`src/include/async_mem_settings.svh`:
```
`ifndef ASYNC_MEM_SETTINGS_SVH
`define ASYNC_MEM_SETTINGS_SVH

// ---------------------------------------------------------------------------
// wishbone side
// ---------------------------------------------------------------------------

`define WB_AW 32
`define WB_DW 32
`define WB_SW 4

// ---------------------------------------------------------------------------
// device side
// ---------------------------------------------------------------------------

// 16-bit device bus, byte mode only uses dq[7:0]
`define MEM_DW 16
`define MEM_AW 24

// each wait phase field and the wait counter
`define TMR_W 4

`endif

```
`src/verilog/async_mem_pkg.sv`:
```
`include "async_mem_settings.svh"

package async_mem_pkg;

  typedef struct packed {
    logic [`WB_AW-1:0]  adr;
    logic [`WB_DW-1:0]  dat;
    logic               we;
    logic [`WB_SW-1:0]  sel;
  } wb_req_t;

  // one device chunk, adr is still a byte address
  typedef struct packed {
    logic [`WB_AW-1:0]  adr;
    logic [`MEM_DW-1:0] dat;
    logic               we;
    logic [1:0]         sel;
  } lo_req_t;

  typedef struct packed {
    logic [`TMR_W-1:0]  ce_setup;
    logic [`TMR_W-1:0]  op_hold;
    logic [`TMR_W-1:0]  ce_hold;
  } mem_timing_t;

  // lanes of the 32-bit word served by the current chunk
  typedef struct packed {
    logic [3:0]         byte_en;
    logic [1:0]         word_en;
    logic               rd;
  } chunk_info_t;

  typedef struct packed {
    logic [`MEM_AW-1:0] addr;
    logic [`MEM_DW-1:0] dq_o;
    logic               dq_oe;
    logic               ub_n;
    logic               lb_n;
    logic               we_n;
    logic               ce_n;
    logic               oe_n;
  } sram_pins_t;

endpackage

```
`src/verilog/read_assembler.sv`:
```
`include "async_mem_settings.svh"
`timescale 1ns/100ps

module read_assembler
  import async_mem_pkg::*;
(
  input  logic               wb_hi_clk_i,
  input  chunk_info_t        chunk_i,
  input  logic [`MEM_DW-1:0] rd_data_i,
  output logic [`WB_DW-1:0]  wb_dat_o
);

  logic [7:0]       rd_lo;
  logic [7:0]       rd_hi;
  logic [3:0]       lane_en;
  logic [`WB_DW-1:0] rd_buf;

  // byte mode feeds every lane from dq[7:0]
  assign rd_lo = rd_data_i[7:0];
  assign rd_hi = (|chunk_i.word_en) ? rd_data_i[15:8] : rd_data_i[7:0];

  // ------------------------------------------------------------------------
  // per byte buffer and bypass
  // ------------------------------------------------------------------------

  for (genvar i = 0; i < 4; i++)
  begin : g_lane
    logic [7:0] src;

    assign lane_en[i] = (chunk_i.byte_en[i] || chunk_i.word_en[i/2]) && chunk_i.rd;

    // odd lanes take the upper device byte
    assign src = (i % 2 == 1) ? rd_hi : rd_lo;

    always_ff @(posedge wb_hi_clk_i)
    begin
      if (lane_en[i])
        rd_buf[8*i +: 8] <= src;
    end

    // last chunk shows up together with the ack
    assign wb_dat_o[8*i +: 8] = lane_en[i] ? src : rd_buf[8*i +: 8];
  end

endmodule

```
`src/verilog/sram_timing_ctrl.sv`:
```
`include "async_mem_settings.svh"
`timescale 1ns/100ps

module sram_timing_ctrl
  import async_mem_pkg::*;
(
  input  logic               wb_hi_clk_i,
  input  logic               wb_hi_rst_i,
  input  logic               req_valid_i,
  input  logic               lo_byte_i,
  input  lo_req_t            lo_req_i,
  input  mem_timing_t        timing_i,
  input  logic [`MEM_DW-1:0] dq_i,
  output logic               chunk_ack_o,
  output logic [`MEM_DW-1:0] rd_data_o,
  output sram_pins_t         pins_o
);

  localparam logic [3:0] ST_IDLE     = 4'b0001;
  localparam logic [3:0] ST_CE_SETUP = 4'b0010;
  localparam logic [3:0] ST_OP_HOLD  = 4'b0100;
  localparam logic [3:0] ST_CE_HOLD  = 4'b1000;

  logic [3:0]         state;
  logic [3:0]         next_state;
  logic [`TMR_W-1:0]  cnt;
  logic [`TMR_W-1:0]  cnt_mux;
  logic               zero_setup;
  logic               zero_hold;
  logic               wait_cnt;
  logic               op_phase;
  logic [`MEM_DW-1:0] dq_buf;

  assign zero_setup = (timing_i.ce_setup == '0);
  assign zero_hold  = (timing_i.ce_hold == '0);
  assign wait_cnt   = (cnt != '0);
  assign op_phase   = (state == ST_OP_HOLD);

  // ------------------------------------------------------------------------
  // wait phase FSM
  // ------------------------------------------------------------------------

  always_ff @(posedge wb_hi_clk_i or posedge wb_hi_rst_i)
  begin
    if (wb_hi_rst_i)
      state <= ST_IDLE;
    else
      state <= next_state;
  end

  always_comb
  begin
    next_state = state;
    case (state)
      ST_IDLE:
        if (req_valid_i)
          next_state = zero_setup ? ST_OP_HOLD : ST_CE_SETUP;
      ST_CE_SETUP:
        if (!wait_cnt)
          next_state = ST_OP_HOLD;
      ST_OP_HOLD:
        if (!wait_cnt)
          next_state = zero_hold ? ST_IDLE : ST_CE_HOLD;
      ST_CE_HOLD:
        if (!wait_cnt)
          next_state = ST_IDLE;
      default:
        next_state = ST_IDLE;
    endcase
  end

  // counter reloads with the length of the phase being entered
  always_comb
  begin
    case (next_state)
      ST_CE_SETUP: cnt_mux = timing_i.ce_setup;
      ST_OP_HOLD:  cnt_mux = timing_i.op_hold;
      ST_CE_HOLD:  cnt_mux = timing_i.ce_hold;
      default:     cnt_mux = '0;
    endcase
  end

  always_ff @(posedge wb_hi_clk_i or posedge wb_hi_rst_i)
  begin
    if (wb_hi_rst_i)
      cnt <= '0;
    else if (state != next_state)
      cnt <= cnt_mux - 1'b1;
    else
      cnt <= cnt - 1'b1;
  end

  assign chunk_ack_o = (op_phase && !wait_cnt && zero_hold) ||
                       (state == ST_CE_HOLD && !wait_cnt);

  // ------------------------------------------------------------------------
  // read capture
  // ------------------------------------------------------------------------

  always_ff @(posedge wb_hi_clk_i)
  begin
    if (op_phase)
      dq_buf <= dq_i;
  end

  // no ce hold means the chunk ends in op hold, so take dq live
  assign rd_data_o = (op_phase && zero_hold) ? dq_i : dq_buf;

  // ------------------------------------------------------------------------
  // pins
  // ------------------------------------------------------------------------

  assign pins_o.addr  = lo_byte_i ? lo_req_i.adr[`MEM_AW-1:0] : lo_req_i.adr[`MEM_AW:1];
  assign pins_o.dq_o  = lo_req_i.dat;
  assign pins_o.dq_oe = lo_req_i.we;
  assign pins_o.ub_n  = !lo_req_i.sel[1];
  assign pins_o.lb_n  = !lo_req_i.sel[0];
  assign pins_o.we_n  = !(lo_req_i.we && op_phase);
  assign pins_o.oe_n  = !(!lo_req_i.we && op_phase);
  assign pins_o.ce_n  = !(req_valid_i && state != ST_IDLE);

endmodule

```
`src/verilog/wb_async_mem.sv`:
```
`include "async_mem_settings.svh"
`timescale 1ns/100ps

module wb_async_mem
  import async_mem_pkg::*;
(
  input  logic               wb_hi_clk_i,
  input  logic               wb_hi_rst_i,
  input  wb_req_t            wb_req_i,
  input  logic               wb_stb_i,
  input  logic               wb_cyc_i,
  output logic [`WB_DW-1:0]  wb_dat_o,
  output logic               wb_ack_o,
  input  mem_timing_t        timing_i,
  input  logic               big_endian_i,
  input  logic               lo_byte_i,
  output sram_pins_t         pins_o,
  input  logic [`MEM_DW-1:0] dq_i
);

  wb_req_t            req_sw;
  logic               req_valid;
  lo_req_t            lo_req;
  chunk_info_t        chunk;
  logic               chunk_ack;
  logic [`MEM_DW-1:0] rd_data;
  logic [`WB_DW-1:0]  rd_word;

  assign req_valid = wb_stb_i && wb_cyc_i;

  // ------------------------------------------------------------------------
  // endian lane swap, bytes of both data paths and the select bits
  // ------------------------------------------------------------------------

  assign req_sw.adr = wb_req_i.adr;
  assign req_sw.we  = wb_req_i.we;
  assign req_sw.dat = big_endian_i ? {<<8{wb_req_i.dat}} : wb_req_i.dat;
  assign req_sw.sel = big_endian_i ? {<<{wb_req_i.sel}} : wb_req_i.sel;
  assign wb_dat_o   = big_endian_i ? {<<8{rd_word}} : rd_word;

  wb_size_bridge u_size_bridge (
    .wb_hi_clk_i (wb_hi_clk_i),
    .wb_hi_rst_i (wb_hi_rst_i),
    .wb_req_i    (req_sw),
    .req_valid_i (req_valid),
    .lo_byte_i   (lo_byte_i),
    .chunk_ack_i (chunk_ack),
    .lo_req_o    (lo_req),
    .chunk_o     (chunk),
    .wb_ack_o    (wb_ack_o)
  );

  read_assembler u_read_asm (
    .wb_hi_clk_i (wb_hi_clk_i),
    .chunk_i     (chunk),
    .rd_data_i   (rd_data),
    .wb_dat_o    (rd_word)
  );

  sram_timing_ctrl u_timing (
    .wb_hi_clk_i (wb_hi_clk_i),
    .wb_hi_rst_i (wb_hi_rst_i),
    .req_valid_i (req_valid),
    .lo_byte_i   (lo_byte_i),
    .lo_req_i    (lo_req),
    .timing_i    (timing_i),
    .dq_i        (dq_i),
    .chunk_ack_o (chunk_ack),
    .rd_data_o   (rd_data),
    .pins_o      (pins_o)
  );

endmodule

```
`src/verilog/wb_size_bridge.sv`:
```
`include "async_mem_settings.svh"
`timescale 1ns/100ps

module wb_size_bridge
  import async_mem_pkg::*;
(
  input  logic        wb_hi_clk_i,
  input  logic        wb_hi_rst_i,
  input  wb_req_t     wb_req_i,
  input  logic        req_valid_i,
  input  logic        lo_byte_i,
  input  logic        chunk_ack_i,
  output lo_req_t     lo_req_o,
  output chunk_info_t chunk_o,
  output logic        wb_ack_o
);

  localparam logic [3:0] ST_PASS  = 4'b0001;
  localparam logic [3:0] ST_MORE1 = 4'b0010;
  localparam logic [3:0] ST_MORE2 = 4'b0100;
  localparam logic [3:0] ST_MORE3 = 4'b1000;

  logic       more3;
  logic       more1;
  logic [3:0] state;
  logic [3:0] next_state;
  logic [3:0] byte_en;
  logic [1:0] word_en;
  logic [1:0] byte_lane;
  logic [1:0] lane;
  logic [1:0] dev_sel;
  logic [7:0] wr_lo;
  logic [7:0] wr_hi;
  logic       all_done;

  // chunks beyond the first one
  always_comb
  begin
    more3 = 1'b0;
    more1 = 1'b0;
    if (lo_byte_i)
    begin
      if (wb_req_i.sel == 4'b1111)
        more3 = 1'b1;
      else if (wb_req_i.sel == 4'b0011 || wb_req_i.sel == 4'b1100)
        more1 = 1'b1;
    end
    else if (wb_req_i.sel == 4'b1111)
      more1 = 1'b1;
  end

  // ------------------------------------------------------------------------
  // chunk sequencer
  // ------------------------------------------------------------------------

  always_ff @(posedge wb_hi_clk_i or posedge wb_hi_rst_i)
  begin
    if (wb_hi_rst_i)
      state <= ST_PASS;
    else
      state <= next_state;
  end

  always_comb
  begin
    next_state = state;
    case (state)
      ST_PASS:
        if (chunk_ack_i && req_valid_i)
          next_state = more3 ? ST_MORE3 : (more1 ? ST_MORE1 : ST_PASS);
      ST_MORE3:
        if (chunk_ack_i)
          next_state = ST_MORE2;
      ST_MORE2:
        if (chunk_ack_i)
          next_state = ST_MORE1;
      ST_MORE1:
        if (chunk_ack_i)
          next_state = ST_PASS;
      default:
        next_state = ST_PASS;
    endcase
  end

  // byte mode lane per chunk, lower lane first
  always_comb
  begin
    byte_en = 4'b0000;
    if (lo_byte_i)
    begin
      case (wb_req_i.sel)
        4'b0001, 4'b0010, 4'b0100, 4'b1000:
          if (state == ST_PASS)
            byte_en = wb_req_i.sel;
        4'b0011:
          if (state == ST_PASS)
            byte_en = 4'b0001;
          else if (state == ST_MORE1)
            byte_en = 4'b0010;
        4'b1100:
          if (state == ST_PASS)
            byte_en = 4'b0100;
          else if (state == ST_MORE1)
            byte_en = 4'b1000;
        4'b1111:
          byte_en = {state[1], state[2], state[3], state[0]};
        default:
          byte_en = 4'b0000;
      endcase
    end
  end

  // halfword mode, one chunk per half touched
  always_comb
  begin
    word_en = 2'b00;
    if (!lo_byte_i)
    begin
      case (wb_req_i.sel)
        4'b0001, 4'b0010, 4'b0011:
          word_en = {1'b0, state == ST_PASS};
        4'b0100, 4'b1000, 4'b1100:
          word_en = {state == ST_PASS, 1'b0};
        4'b1111:
          word_en = {state == ST_MORE1, state == ST_PASS};
        default:
          word_en = 2'b00;
      endcase
    end
  end

  always_comb
  begin
    case (byte_en)
      4'b0010: byte_lane = 2'd1;
      4'b0100: byte_lane = 2'd2;
      4'b1000: byte_lane = 2'd3;
      default: byte_lane = 2'd0;
    endcase
  end

  assign lane = lo_byte_i ? byte_lane : {word_en[1], 1'b0};

  // single byte in halfword mode sets only its strobe
  always_comb
  begin
    dev_sel = 2'b11;
    if (!lo_byte_i && state == ST_PASS)
    begin
      case (wb_req_i.sel)
        4'b0001, 4'b0100: dev_sel = 2'b01;
        4'b0010, 4'b1000: dev_sel = 2'b10;
        default:          dev_sel = 2'b11;
      endcase
    end
  end

  // ------------------------------------------------------------------------
  // outputs
  // ------------------------------------------------------------------------

  assign wr_lo = wb_req_i.dat[{lane, 3'b000} +: 8];
  assign wr_hi = word_en[1] ? wb_req_i.dat[31:24] : wb_req_i.dat[15:8];

  assign all_done = (!(more3 || more1) && state == ST_PASS) ||
                    ((more3 || more1) && state == ST_MORE1);

  assign wb_ack_o = all_done && req_valid_i && chunk_ack_i;

  assign lo_req_o.adr = {wb_req_i.adr[`WB_AW-1:2], lane};
  assign lo_req_o.dat = {wr_hi, wr_lo};
  assign lo_req_o.we  = wb_req_i.we && req_valid_i;
  assign lo_req_o.sel = dev_sel;

  assign chunk_o.byte_en = byte_en;
  assign chunk_o.word_en = word_en;
  assign chunk_o.rd      = !wb_req_i.we && req_valid_i;

endmodule

```
`config.mk`:
```
export PLATFORM = sky130hd
export DESIGN_NAME = wb_async_mem
export DESIGN_NICKNAME = d
export VERILOG_FILES = /design/src/verilog/async_mem_pkg.sv /design/src/verilog/read_assembler.sv /design/src/verilog/sram_timing_ctrl.sv /design/src/verilog/wb_async_mem.sv /design/src/verilog/wb_size_bridge.sv
export VERILOG_INCLUDE_DIRS = /design/src /design/src/include
export SDC_FILE = /design/constraint.sdc
export NUM_CORES = 1
export LEC_CHECK = 0
export BUFFER_PORTS_ARGS = -buffer_cell sky130_fd_sc_hd__buf_2
export CORE_ASPECT_RATIO = 2
export CORE_MARGIN = 5
export CORE_UTILIZATION = 45
export DETAILED_ROUTE_END_ITERATION = 10
export PLACE_DENSITY = 0.77
export RECOVER_POWER = 50
export SLEW_MARGIN = 0
export SYNTH_ARGS = -nofsm -noshare
export SYNTH_HDL_FRONTEND = slang
export SYNTH_SLANG_ARGS = --single-unit
```
`constraint.sdc`:
```
create_clock -name wb_hi_clk_i -period 4.25 [get_ports wb_hi_clk_i]
set_input_delay 0.85 -clock wb_hi_clk_i [delete_from_list [all_inputs] [get_ports wb_hi_clk_i]]
set_output_delay 0.85 -clock wb_hi_clk_i [all_outputs]
set_load 0.01 [all_outputs]
```
### Word level (Yosys, flattened, before mapping)

Index checks and enable logic that the tools add are counted.

| storage, ports and cells | value |
|---|---|
| bits in registers | 60 |
| output and inout bits | 79 |
| input bits | 103 |
| logic and storage cells | 131 |

| cells by class | value |
|---|---|
| mux-type cells | 45 |
| eq/ne operators | 27 |
| reductions and logical operators | 48 |
| add/sub/neg operators | 2 |
| shifts and indexed selects | 1 |

Operator list:

| operator | number |
|---|---|
| $mux 4 | 17 |
| $mux 32 | 2 |
| $mux 8 | 6 |
| $pmux 4 s4 | 3 |
| $shiftx 32x6->8 | 1 |
| $eq 4x4->1 const B | 7 |
| $eq 4x2->1 const B | 6 |
| $mux 24 | 1 |
| $eq 4x3->1 const B | 5 |
| $logic_and 1x1->1 | 20 |
| $mux 16 | 1 |
| $eq 4x1->1 const B | 3 |
| $pmux 2 s3 | 2 |
| $pmux 4 s3 | 1 |
| $logic_not 1->1 | 10 |
| $mux 2 | 5 |
| $logic_not 4->1 | 2 |
| $logic_or 1x1->1 | 8 |
| $ne 2x1->1 const B | 4 |
| $sub 4x1->4 const B | 2 |
| $reduce_or 2->1 | 3 |
| $reduce_or 3->1 | 2 |
| $mux 1 | 5 |
| $ne 4x1->1 const B | 1 |
| 6 further kinds | 6 |

### Depth between registers and ports, before layout

Gate-level depths: netlist (run 1).

| depth | value |
|---|---|
| depth in word-level cells | 12 |
| depth in mapped cells | 10 |
| mapped depth without buffers | 7 |

### Modules after synthesis

Synthesis (run 1) repeated with hierarchy kept, for this count alone.

| second synthesis, totals | value |
|---|---|
| cell total of the unflattened synthesis | 483 |
| area, all modules | 5052.3 um^2 |

Modules (own cells, without submodules):

| module | instances | cells each | sequential area each (um^2) | area an instance (um^2) |
|---|---|---|---|---|
| sram_timing_ctrl | 1 | 164 | 681.9 | 1846.8 |
| wb_size_bridge | 1 | 147 | 101.3 | 1189.9 |
| read_assembler | 1 | 95 | 640.6 | 1096.1 |
| wb_async_mem | 1 | 77 | 0.0 | 919.6 |

### Least setup slack after synthesis (run 1)

Ideal clock, no wire load.

| path | value |
|---|---|
| kind | register to output |
| start | register u_timing.state[3] |
| end | output port wb_dat_o[21] |
| slack | 0.049 ns |
| data arrival time | 3.351 ns |
| cell stages (with the launch flop) | 8 |
| required time | 3.400 ns |
| buffers on the path | 1 |
| cells stage by stage | dfrtp_1 -> nor4b_2 -> nand2_1 -> clkbuf_1 -> mux2_2 -> mux2_2 -> mux2i_1 -> mux2i_1 |

| on the way | value |
|---|---|
| longest elaborated chain between the ends | 6 |
| elaborated cells between the ends (all ways) | 7 |
| classes of those cells | eq/ne (1); mux (5); reduce/logical (1) |

Ends and longest elaborated chain:

| what | RTL line | RTL |
|---|---|---|
| from (decl) | sram_timing_ctrl.sv:24 | `logic [3:0] state;` |
| from (signal assigned) | sram_timing_ctrl.sv:48 | `state <= next_state;` |
| $eq 4x3->1 * | sram_timing_ctrl.sv:37 | `assign op_phase = (state == ST_OP_HOLD);` |
| $logic_and 1x1->1 * | sram_timing_ctrl.sv:107 | `assign rd_data_o = (op_phase && zero_hold) ? dq_i : dq_buf;` |
| $mux 16 * | sram_timing_ctrl.sv:107 |  |
| $mux 8 | read_assembler.sv:20 | `assign rd_hi = (\|chunk_i.word_en) ? rd_data_i[15:8] : rd_data_i[7:0];` |
| $mux 8 | read_assembler.sv:42 | `assign wb_dat_o[8*i +: 8] = lane_en[i] ? src : rd_buf[8*i +: 8];` |
| $mux 32 * | wb_async_mem.sv:39 | `assign wb_dat_o = big_endian_i ? {<<8{rd_word}} : rd_word;` |
| to (decl) | wb_async_mem.sv:12 | `` output logic [`WB_DW-1:0] wb_dat_o, `` |

Every way passes the cells marked *; elsewhere a longest branch is shown, timed or not.

### Worst setup path in the final report (run 1)

| path | value |
|---|---|
| start | input port wb_req_i[1] (netlist name) |
| end | output port wb_dat_o[23] |

| on the way | value |
|---|---|
| longest elaborated chain between the ends | 9 |
| elaborated cells between the ends (all ways) | 25 |
| classes of those cells | eq/ne (7); mux (10); reduce/logical (8) |

Ends and longest elaborated chain:

| what | RTL line | RTL |
|---|---|---|
| from (decl) | wb_async_mem.sv:9 | `input wb_req_t wb_req_i,` |
| $mux 4 * | wb_async_mem.sv:38 | `assign req_sw.sel = big_endian_i ? {<<{wb_req_i.sel}} : wb_req_i.sel;` |
| $eq 4x3->1 (tied with other cells) | wb_size_bridge.sv:91, wb_size_bridge.sv:119 |  |
| $reduce_or 3->1 / $reduce_or 4->1 (equally long branches) | wb_size_bridge.sv:119, wb_size_bridge.sv:91 |  |
| $pmux 2 s3 / $pmux 4 s4 (equally long branches) | wb_size_bridge.sv:119, wb_size_bridge.sv:91 |  |
| $mux 2 / $mux 4 (equally long branches) | wb_size_bridge.sv:117, wb_size_bridge.sv:89 |  |
| $reduce_or 2->1 / $logic_or 1x1->1 (equally long branches) | read_assembler.sv:20, read_assembler.sv:30 |  |
| $mux 8 / $logic_and 1x1->1 (equally long branches) | read_assembler.sv:20, read_assembler.sv:30 |  |
| $mux 8 | read_assembler.sv:42 |  |
| $mux 32 * | wb_async_mem.sv:39 |  |

Marked as above.

==> impl_metrics.tcl, run 1 <==
set metrics [dict create \
    status "finished, final reports clean" \
    dr.pass1.iters 5 \
    rsz0062_at_grt "no" \
    synth_edf_count 16 \
    htreeDepth 3 \
    ir_drop_uv 357 \
    wl_per_cell_um 17.6 \
    synth_flop_cell "dfxtp_1" \
    pwr-share-seq_pct 33.9 \
    reg2reg_setup_slack_ps 970 \
    routed-via-count 4343 \
    track_usage_pct 20.9 \
    dp_slack_ps 202 \
    slew_headroom_pct 16.5 \
    area_growth_pct 28.2 \
    clock_skew_ps 7.04 \
    post_cts_buffers 0 \
    numPortBuffers 172 \
    netlist_area_um2 4790 \
    instances_no_fill 790 \
    timing.final.ws_setup_ps 189 \
    synth-seq-area-share_pct 29.7 \
    num_rows 53 \
    design_area_um2 6140 \
    worstPathRequired_ps 3400 \
    tns_ps 0 \
    layout_min_cycle_time_ps 4060 \
    fin_nets 751 \
    intPower_uw 1510 \
    synth_nets 576 \
    syn_inst 472 \
    cts_hold_buf 0 \
    synth_seq_cells 60 \
    cp.arrival_ps 3210 \
    fin_crit_sh_pct 95.6 \
    critical_path.max_fanout 18 \
    hp-class "reg2reg" \
    drive_above_1_share_pct 38.2 \
    cp-end-kind "primary output" \
    tightest_slew_ps 1250 \
    p_switching_uw 652 \
    hp-start "u_read_asm.rd_buf[22]" \
    coreArea_um2 10500 \
    first_iter_violations 145 \
    die_w_um 82.9 \
    place_area_um2 5880 \
    mostFrequentLayoutCells "buf_2, mux2i_1, mux2_2, inv_1, clkbuf_1" \
    max_clock_freq_mhz 246 \
    clk_latency_ps 330 \
    via_per_inst 5.50 \
    final_common_cell "buf_2" \
    wl_um 13900 \
    synth_warnings 0 \
    syn_avg_cell_area_um2 10.1 \
    leakage_uw 0.00293 \
    place_congestion 0.885 \
    async_flop_share_pct 20.0 \
    dp.cells 773 \
    postRouteAntennaNets 0 \
    drv_cap 0 \
    setup_viol 0 \
    grt_overflow_total 0 \
    p_clk_share_pct 35.0 \
    dieArea_um2 12900 \
    cts.sinks 60 \
    drc 0 \
    antenna_found_initial 1 \
    grt_pass1_vias 4684 \
    min_to "u_read_asm.rd_buf[22]" \
    cts_root_buffer "clkbuf_16" \
    clockBufferDepth 2 \
    fill_cells 954 \
    power.density_nw_per_um2 352 \
    grt_pass1_wl_um 22100 \
    switching_share_pct 30.2 \
    rr_startpoint "u_timing.state[1]" \
    hold_depth 2 \
    io_pins 182 \
    grt_max_degree 57 \
    crit_path_start_kind "primary input" \
    pwr-share-comb_pct 31.2 \
    dp_hpwl_um 10600 \
    cts_buffers 9 \
    die_y_um 156 \
    synthDistinctLibCells 68 \
    final_hold_viol_count 0 \
    crit_type "in2out" \
    reg2reg_depth 8 \
    initial_utilization_pct 45.7 \
    cts-resized-gates 0 \
    cts_tree "built" \
    slew_viol_final 0 \
    cts.clk_slew.worst_paths_ps 40 \
    r2r-end "u_timing.cnt[2]" \
]
sequential cells by signal, summed over array words and instances (netlist names):
| register | cells |
|---|---|
| u_timing.dq_buf | 16 |
| u_timing.cnt | 4 |
| u_read_asm.rd_buf | 32 |
| u_size_bridge.state | 4 |
| u_timing.state | 4 |
logic make-up (layout without fill, tap and decap cells):
family | count (synthesis) | in the layout | share of synthesized area, %
multiplexers | 183 | 183 | 41.8
AND/OR/NAND/NOR | 97 | 97 | 12.3
other | 0 | 1 | 0
AO/OA/AOI/OAI | 58 | 58 | 9.28
buffers and inverters | 69 | 249 | 5.83
adder cells (fa/ha/maj) | 1 | 1 | 0.261
XOR/XNOR | 4 | 4 | 0.732
flip-flops | 60 | 60 | 29.7
cells in the mapped netlist (all sizes together), types with 3 or more instances:
library cell / count / area [um^2]
a21oi: 10 / 57.6
a22o: 3 / 26.3
a31oi: 5 / 31.3
and2: 3 / 18.8
and3: 4 / 25.0
buf: 8 / 48.8
clkbuf: 20 / 76.3
dfrtp: 10 / 250
dfxtp: 32 / 641
edfxtp: 16 / 480
inv: 41 / 154
mux2: 56 / 631
mux2i: 119 / 1190
mux4: 8 / 180
nand2: 13 / 51.3
nand2b: 9 / 56.3
nand3: 5 / 25.0
nand3b: 5 / 37.5
nor2: 21 / 78.8
nor2b: 8 / 50.1
nor3: 4 / 20.0
nor4b: 5 / 71.3
nor4bb: 3 / 30.0
o211ai: 5 / 42.5
o21a: 3 / 22.5
o21ai: 9 / 48.8
or2: 3 / 18.8
or3b: 3 / 26.3
or4: 3 / 22.5
layout make-up:
cell class                 count  area [um^2]  area share, %
antenna                        1         2.50         0.0408
tap                          137          171           2.79
clock inverter                 1         30.0          0.489
sequential                    60         1420           23.2
clock buffer                  15          288           4.69
multi-input combinational    343         3080           50.2
inverter                      41          154           2.51
timing repair buffer         192          988           16.1
power groups by stage:
| stage | clock network (uW) | logic, uW | registers [uW] |
|---|---|---|---|
| 2_1_floorplan | 0 | 433 | 726 |
| 3_3_place_gp | 0 | 651 | 733 |
| 3_5_place_dp | 0 | 678 | 740 |
| 4_1_cts | 773 | 683 | 733 |
| 5_1_grt | 803 | 744 | 738 |
| 6_report | 756 | 674 | 732 |
per-stage QoR:
step / hold WS (ps) / total power, uW / util (%)
2_1_floorplan: 442 / 1160 / -
3_3_place_gp: 454 / 1380 / 56.1
3_5_place_dp: 470 / 1420 / 56.1
4_1_cts: 483 / 2190 / 59.2
5_1_grt: 507 / 2280 / 58.6
6_report: 480 / 2160 / 58.6
worst max-delay path by stage:
stage,startpoint,end,slack (ps),cells past startpoint
4_1_cts,wb_req_i[1],wb_dat_o[23],180,10
6_report,wb_req_i[1],wb_dat_o[23],190,10
5_1_grt,big_endian_i,wb_dat_o[6],20,11
3_3_place_gp,wb_req_i[1],wb_dat_o[23],250,10
3_5_place_dp,wb_req_i[1],wb_dat_o[23],200,10
2_1_floorplan,u_timing.state[3],wb_dat_o[21],50,7
per-layer routing:
layer | vias to the layer above | GRT usage (%) | wire length (um)
met4 | 0 | 10.3 | 425
li1 | 2099 | - | -
met3 | 30 | 3.96 | 565
met2 | 133 | 40.6 | 7900
met5 | - | 0 | 0
met1 | 2081 | 20.7 | 4980
worst max-delay path, stage by stage:
cell and delay (ps):
buf_2 250, or3b_1 370, a21o_1 210, o211ai_2 240
or2b_1 270, a21oi_2 190, buf_12 160, mux2i_1 290
mux2i_1 160, buf_2 200
(Power assumes the default switching activity.)
==> inputs of run 2 (changes only) <==
Settings changed: CORE_UTILIZATION 45 to 50, PLACE_DENSITY 0.77 to 0.81.
Clock period 4.25 ns to 4.6 ns, I/O delays scaled along.
==> impl_metrics.tcl, run 2 (synthesis gave the netlist of run 1 again) <==
set metrics [dict create \
    postRouteAntennaNets 0 \
    p_clk_share_pct 35.6 \
    crit_type "in2out" \
    leakage_uw 0.00289 \
    largest_registers "u_read_asm.rd_buf (32), u_timing.dq_buf (16)" \
    grt_max_degree 73 \
    cts_root_buffer "clkbuf_16" \
    cts_buffers 9 \
    io_pins 182 \
    timing.final.ws_setup_ps 297 \
    clk_latency_ps 330 \
    cts_hold_buf 0 \
    numPortBuffers 172 \
    layout_min_cycle_time_ps 4300 \
    cts-resized-gates 0 \
    drc 0 \
    fin_nets 745 \
    num_rows 50 \
    grt_pass1_vias 4530 \
    dp.cells 734 \
    final_hold_viol_count 0 \
    r2r-end "u_timing.cnt[2]" \
    instances_no_fill 750 \
    power.density_nw_per_um2 332 \
    max_stage_delay_ps 550 \
    n_antenna_cell 0 \
    switching_share_pct 29.9 \
    ir_drop_uv 371 \
    fin_crit_sh_pct 93.5 \
    post_cts_buffers 0 \
    crit_chain "clkbuf_1, clkbuf_1, o31ai_1, buf_4, or2b_1, a21oi_2, buf_4, mux2i_1, mux2i_1, buf_2" \
    max_flop_register "u_read_asm.rd_buf" \
    place_area_um2 5770 \
    design_area_um2 6020 \
    min_to "u_read_asm.rd_buf[23]" \
    tightest_slew_ps 1250 \
    clock_skew_ps 10.2 \
    dieArea_um2 11700 \
    place_congestion 0.820 \
    hp-start "u_read_asm.rd_buf[23]" \
    final_util_pct 64.1 \
    grt_pass1_wl_um 21000 \
    largest_reg_flops 32 \
    area_growth_pct 25.7 \
    critical_path.max_fanout 14 \
    worstPathRequired_ps 3680 \
    reg2reg_depth 8 \
    dp_slack_ps 343 \
    rr_startpoint "u_timing.state[3]" \
    slew_viol_final 0 \
    hold_depth 2 \
    drv_cap 0 \
    fill_cells 783 \
    setup_viol 0 \
    mostFrequentLayoutCells "buf_2, mux2i_1, mux2_2, inv_1, clkbuf_1" \
    cp-end-kind "primary output" \
    slew_headroom_pct 16.8 \
    track_usage_pct 22.3 \
    rsz0062_at_grt "no" \
    cp.arrival_ps 3380 \
    first_iter_violations 168 \
    cts_tree "built" \
    initial_utilization_pct 51.0 \
    status "finished, final reports clean" \
    dr.pass1.iters 4 \
    clockBufferDepth 2 \
    drive_above_1_share_pct 36.8 \
    crit_path_start_kind "primary input" \
    pwr-share-seq_pct 33.6 \
    multi_input_area_um2 3070 \
    max_clock_freq_mhz 232 \
    cpMaxStageDelayCell "clkbuf_1" \
    htreeDepth 3 \
    antenna_found_initial 0 \
    p_switching_uw 598 \
    final_common_cell "buf_2" \
    seqCellArea_um2 1420 \
    die_w_um 79.2 \
    routed-via-count 4333 \
    cts.sinks 60 \
    wl_um 13100 \
    die_y_um 148 \
    coreArea_um2 9380 \
    reg2reg_setup_slack_ps 1420 \
    pwr-share-comb_pct 30.8 \
    cts.clk_slew.worst_paths_ps 50 \
    grt_overflow_total 0 \
    via_per_inst 5.78 \
    hp-class "reg2reg" \
    tns_ps 0 \
    wl_per_cell_um 17.4 \
    dp_hpwl_um 10100 \
    intPower_uw 1400 \
]
run 2: changes by cell type in the layout (fill, tap and decap cells not counted), sizes merged:
| cell | before | now |
|---|---|---|
| bufinv | 1 | 2 |
| buf | 158 | 148 |
| diode | 1 | 0 |
| clkbuf | 49 | 50 |
| clkinv | 0 | 2 |
run 2: area by class of cell:
type                    instances  share of cell area (%)
multi-input cells             343                    51.1
flip-flops and latches         60                    23.7
repair buffers                186                    15.2
clock buffers                  12                    4.10
inverters                      41                    2.56
well taps                     104                    2.16
clock inverters                 4                    1.23
run 2: power by group through the flow:
stage / sequential [uW] / combinational, uW / clock, uW
detailed placement: 682 / 624 / 0
global placement: 677 / 597 / 0
global route: 680 / 683 / 750
CTS: 674 / 628 / 723
finish: 673 / 616 / 712
floorplan: 671 / 400 / 0
run 2: worst max-delay path by stage:
stage                                  from           end  depth (start not counted)
after global placement          wb_req_i[1]    pins_o[13]                         10
after global routing              lo_byte_i   wb_dat_o[6]                          9
after floorplan           u_timing.state[3]  wb_dat_o[21]                          7
after detailed placement        wb_req_i[1]    pins_o[11]                         10
after CTS                       wb_req_i[1]   wb_dat_o[6]                         10
final                             lo_byte_i  wb_dat_o[22]                         10
run 2: worst max-delay path: cells and delay by family:
kind                   cells  cell delay, ps
and+or+nand+nor            1             240
muxes                      2             470
buffers and inverters      5            1430
AOI/OAI and AO/OA          2             310
run 2: metrics by stage:
| stage | total power, uW | hold slack (ps) |
|---|---|---|
| floorplan | 1070 | 442 |
| global placement | 1270 | 454 |
| detailed placement | 1310 | 465 |
| CTS | 2030 | 478 |
| global route | 2110 | 510 |
| finish | 2000 | 476 |
run 2: metal layers:
layer | vias to the layer above | GRT usage [%] | wire [um] | share of wire (%)
met1 | 2046 | 23.2 | 4730 | 36
met2 | 181 | 43.0 | 7300 | 56
met3 | 20 | 3.58 | 777 | 5.9
met4 | 0 | 9.21 | 280 | 2.1
met5 | - | 0 | 0 | 0
li1 | 2086 | - | - | -
==> inputs of run 3 (changes only) <==
Settings changed: CORE_MARGIN 5 to unset.
==> impl_metrics.tcl, run 3 (synthesis gave the netlist of run 1 again) <==
set metrics [dict create \
    status "finished with violations" \
    violations "design-rule violations" \
    reg2reg_depth 8 \
    p_clk_share_pct 36.6 \
    tns_ps 0 \
    critPathBufInv 4 \
    drc 20 \
    clk_latency_ps 320 \
    fin_crit_sh_pct 93.2 \
    critical_path.max_fanout 23 \
    crit_path_start_kind "primary input" \
    die_y_um 140 \
    post_cts_buffers 0 \
    mostFrequentLayoutCells "buf_2, mux2i_1, mux2_2, inv_1, clkbuf_1" \
    io_pins 182 \
    max_flop_register "u_read_asm.rd_buf" \
    cts_hold_buf 0 \
    max_clock_freq_mhz 233 \
    power.density_nw_per_um2 337 \
    routed-via-count 4355 \
    drive_above_1_share_pct 37.3 \
    htreeDepth 3 \
    wl_per_cell_um 16.6 \
    area_growth_pct 26.2 \
    p_switching_uw 614 \
    leakage_uw 0.00290 \
    ir_drop_uv 397 \
    reg2reg_setup_slack_ps 1470 \
    max_stage_delay_ps 390 \
    largest_registers "u_read_asm.rd_buf (32), u_timing.dq_buf (16)" \
    switching_share_pct 30.2 \
    hp-class "reg2reg" \
    cp_top_family "buffers and inverters" \
    cp-end-kind "primary output" \
    layout_min_cycle_time_ps 4290 \
    crit_type "in2out" \
    slew_viol_final 0 \
    first_iter_violations 262 \
    cp.arrival_ps 3370 \
    hp-start "u_read_asm.rd_buf[17]" \
    clock_skew_ps 3.65 \
    antenna_found_initial 1 \
    drv_cap 0 \
    postRouteAntennaNets 0 \
    min_to "u_read_asm.rd_buf[17]" \
    dp_hpwl_um 9540 \
    fill_cells 785 \
    pwr-share-seq_pct 33.2 \
    pwr-share-comb_pct 30.2 \
    clockBufferDepth 2 \
    cts-resized-gates 0 \
    largest_reg_flops 32 \
    grt_max_degree 51 \
    cts.clk_slew.worst_paths_ps 50 \
    num_rows 50 \
    cts_root_buffer "clkbuf_16" \
    final_hold_viol_count 0 \
    wl_um 12500 \
    die_w_um 71.2 \
    grt_overflow_total 0 \
    setup_viol 0 \
    via_per_inst 5.80 \
    grt_pass1_vias 4374 \
    cts.sinks 60 \
    slew_headroom_pct 21.2 \
    r2r-end "u_timing.cnt[2]" \
    cts_buffers 9 \
    worstPathRequired_ps 3680 \
    tightest_slew_ps 1180 \
    intPower_uw 1420 \
    rsz0062_at_grt "no" \
    grt_pass1_wl_um 19800 \
    rr_startpoint "u_timing.state[1]" \
    coreArea_um2 9320 \
    cts_tree "built" \
    hold_depth 2 \
    multi_input_area_um2 3080 \
    crit_chain "buf_4, buf_4, o21bai_1, mux2i_1, a22oi_1, nor2_1, o21ai_2, buf_4, mux2i_1, mux2i_1, buf_2" \
    power_uw 2030 \
    numPortBuffers 172 \
    fin_nets 745 \
    seqCellArea_um2 1420 \
    dieArea_um2 9990 \
    place_congestion 0.822 \
    initial_utilization_pct 51.4 \
    track_usage_pct 24.8 \
    dr.pass1.iters 8 \
    cpMaxStageDelayCell "buf_4" \
    final_common_cell "buf_2" \
]
run 3: changes by cell type in the layout (fill, tap and decap cells not counted), sizes merged:
cell,change
clkbuf,-2
buf,+1
clkinv,-1
clkinvlp,+1
diode,+1
inv,+1
run 3: worst max path at each step:
stage,cells past startpoint,end,from
5_1_grt,11,wb_dat_o[5],big_endian_i
3_5_place_dp,11,wb_dat_o[29],big_endian_i
3_3_place_gp,10,pins_o[7],wb_req_i[1]
6_report,11,wb_dat_o[29],big_endian_i
2_1_floorplan,7,wb_dat_o[21],u_timing.state[3]
4_1_cts,11,wb_dat_o[29],big_endian_i
run 3: layout make-up:
class                      instances  share of cell area (%)
antenna                            1                  0.0414
clock buffer                      11                    4.20
clock inverter                     5                    1.35
inverter                          41                    2.55
multi-input combinational        343                    51.0
sequential                        60                    23.6
tap                              104                    2.15
timing repair buffer             186                    15.2
run 3: per-stage QoR:
stage	std cells	worst slack (ps)	utilization (%)	cell area, um^2	hold WS (ps)
global placement	734	442	61.9	5770	454
finish	751	315	64.8	6040	470
global route	751	118	64.8	6040	506
floorplan	472	329	-	4790	442
CTS	750	341	65.5	6100	476
detailed placement	734	362	61.9	5770	462
run 3: layer usage:
| metal | global-route usage [%] | share of wire [%] | vias to the layer above | routed length [um] |
|---|---|---|---|---|
| met5 | 0 | 0 | - | 0 |
| met4 | 11.2 | 2.4 | 0 | 303 |
| met3 | 2.73 | 4.8 | 21 | 602 |
| li1 | - | - | 2078 | - |
| met1 | 24.0 | 36 | 2090 | 4520 |
| met2 | 49.8 | 57 | 166 | 7060 |
run 3: worst reg2reg max path, cell delays in order (launching register included):
cell and delay, ps:
dfrtp_1 460, nor4b_1 430, clkbuf_1 920, nand2_1 120, o211ai_1 250, a222oi_1 170, mux2_2 320, ha_1 190
xor2_1 150
run 3: power by group through the flow:
stage / registers, uW / logic (uW) / clock network (uW)
floorplan: 671 / 400 / 0
global placement: 678 / 592 / 0
detailed placement: 686 / 622 / 0
CTS: 676 / 626 / 751
global route: 682 / 675 / 773
finish: 675 / 615 / 744
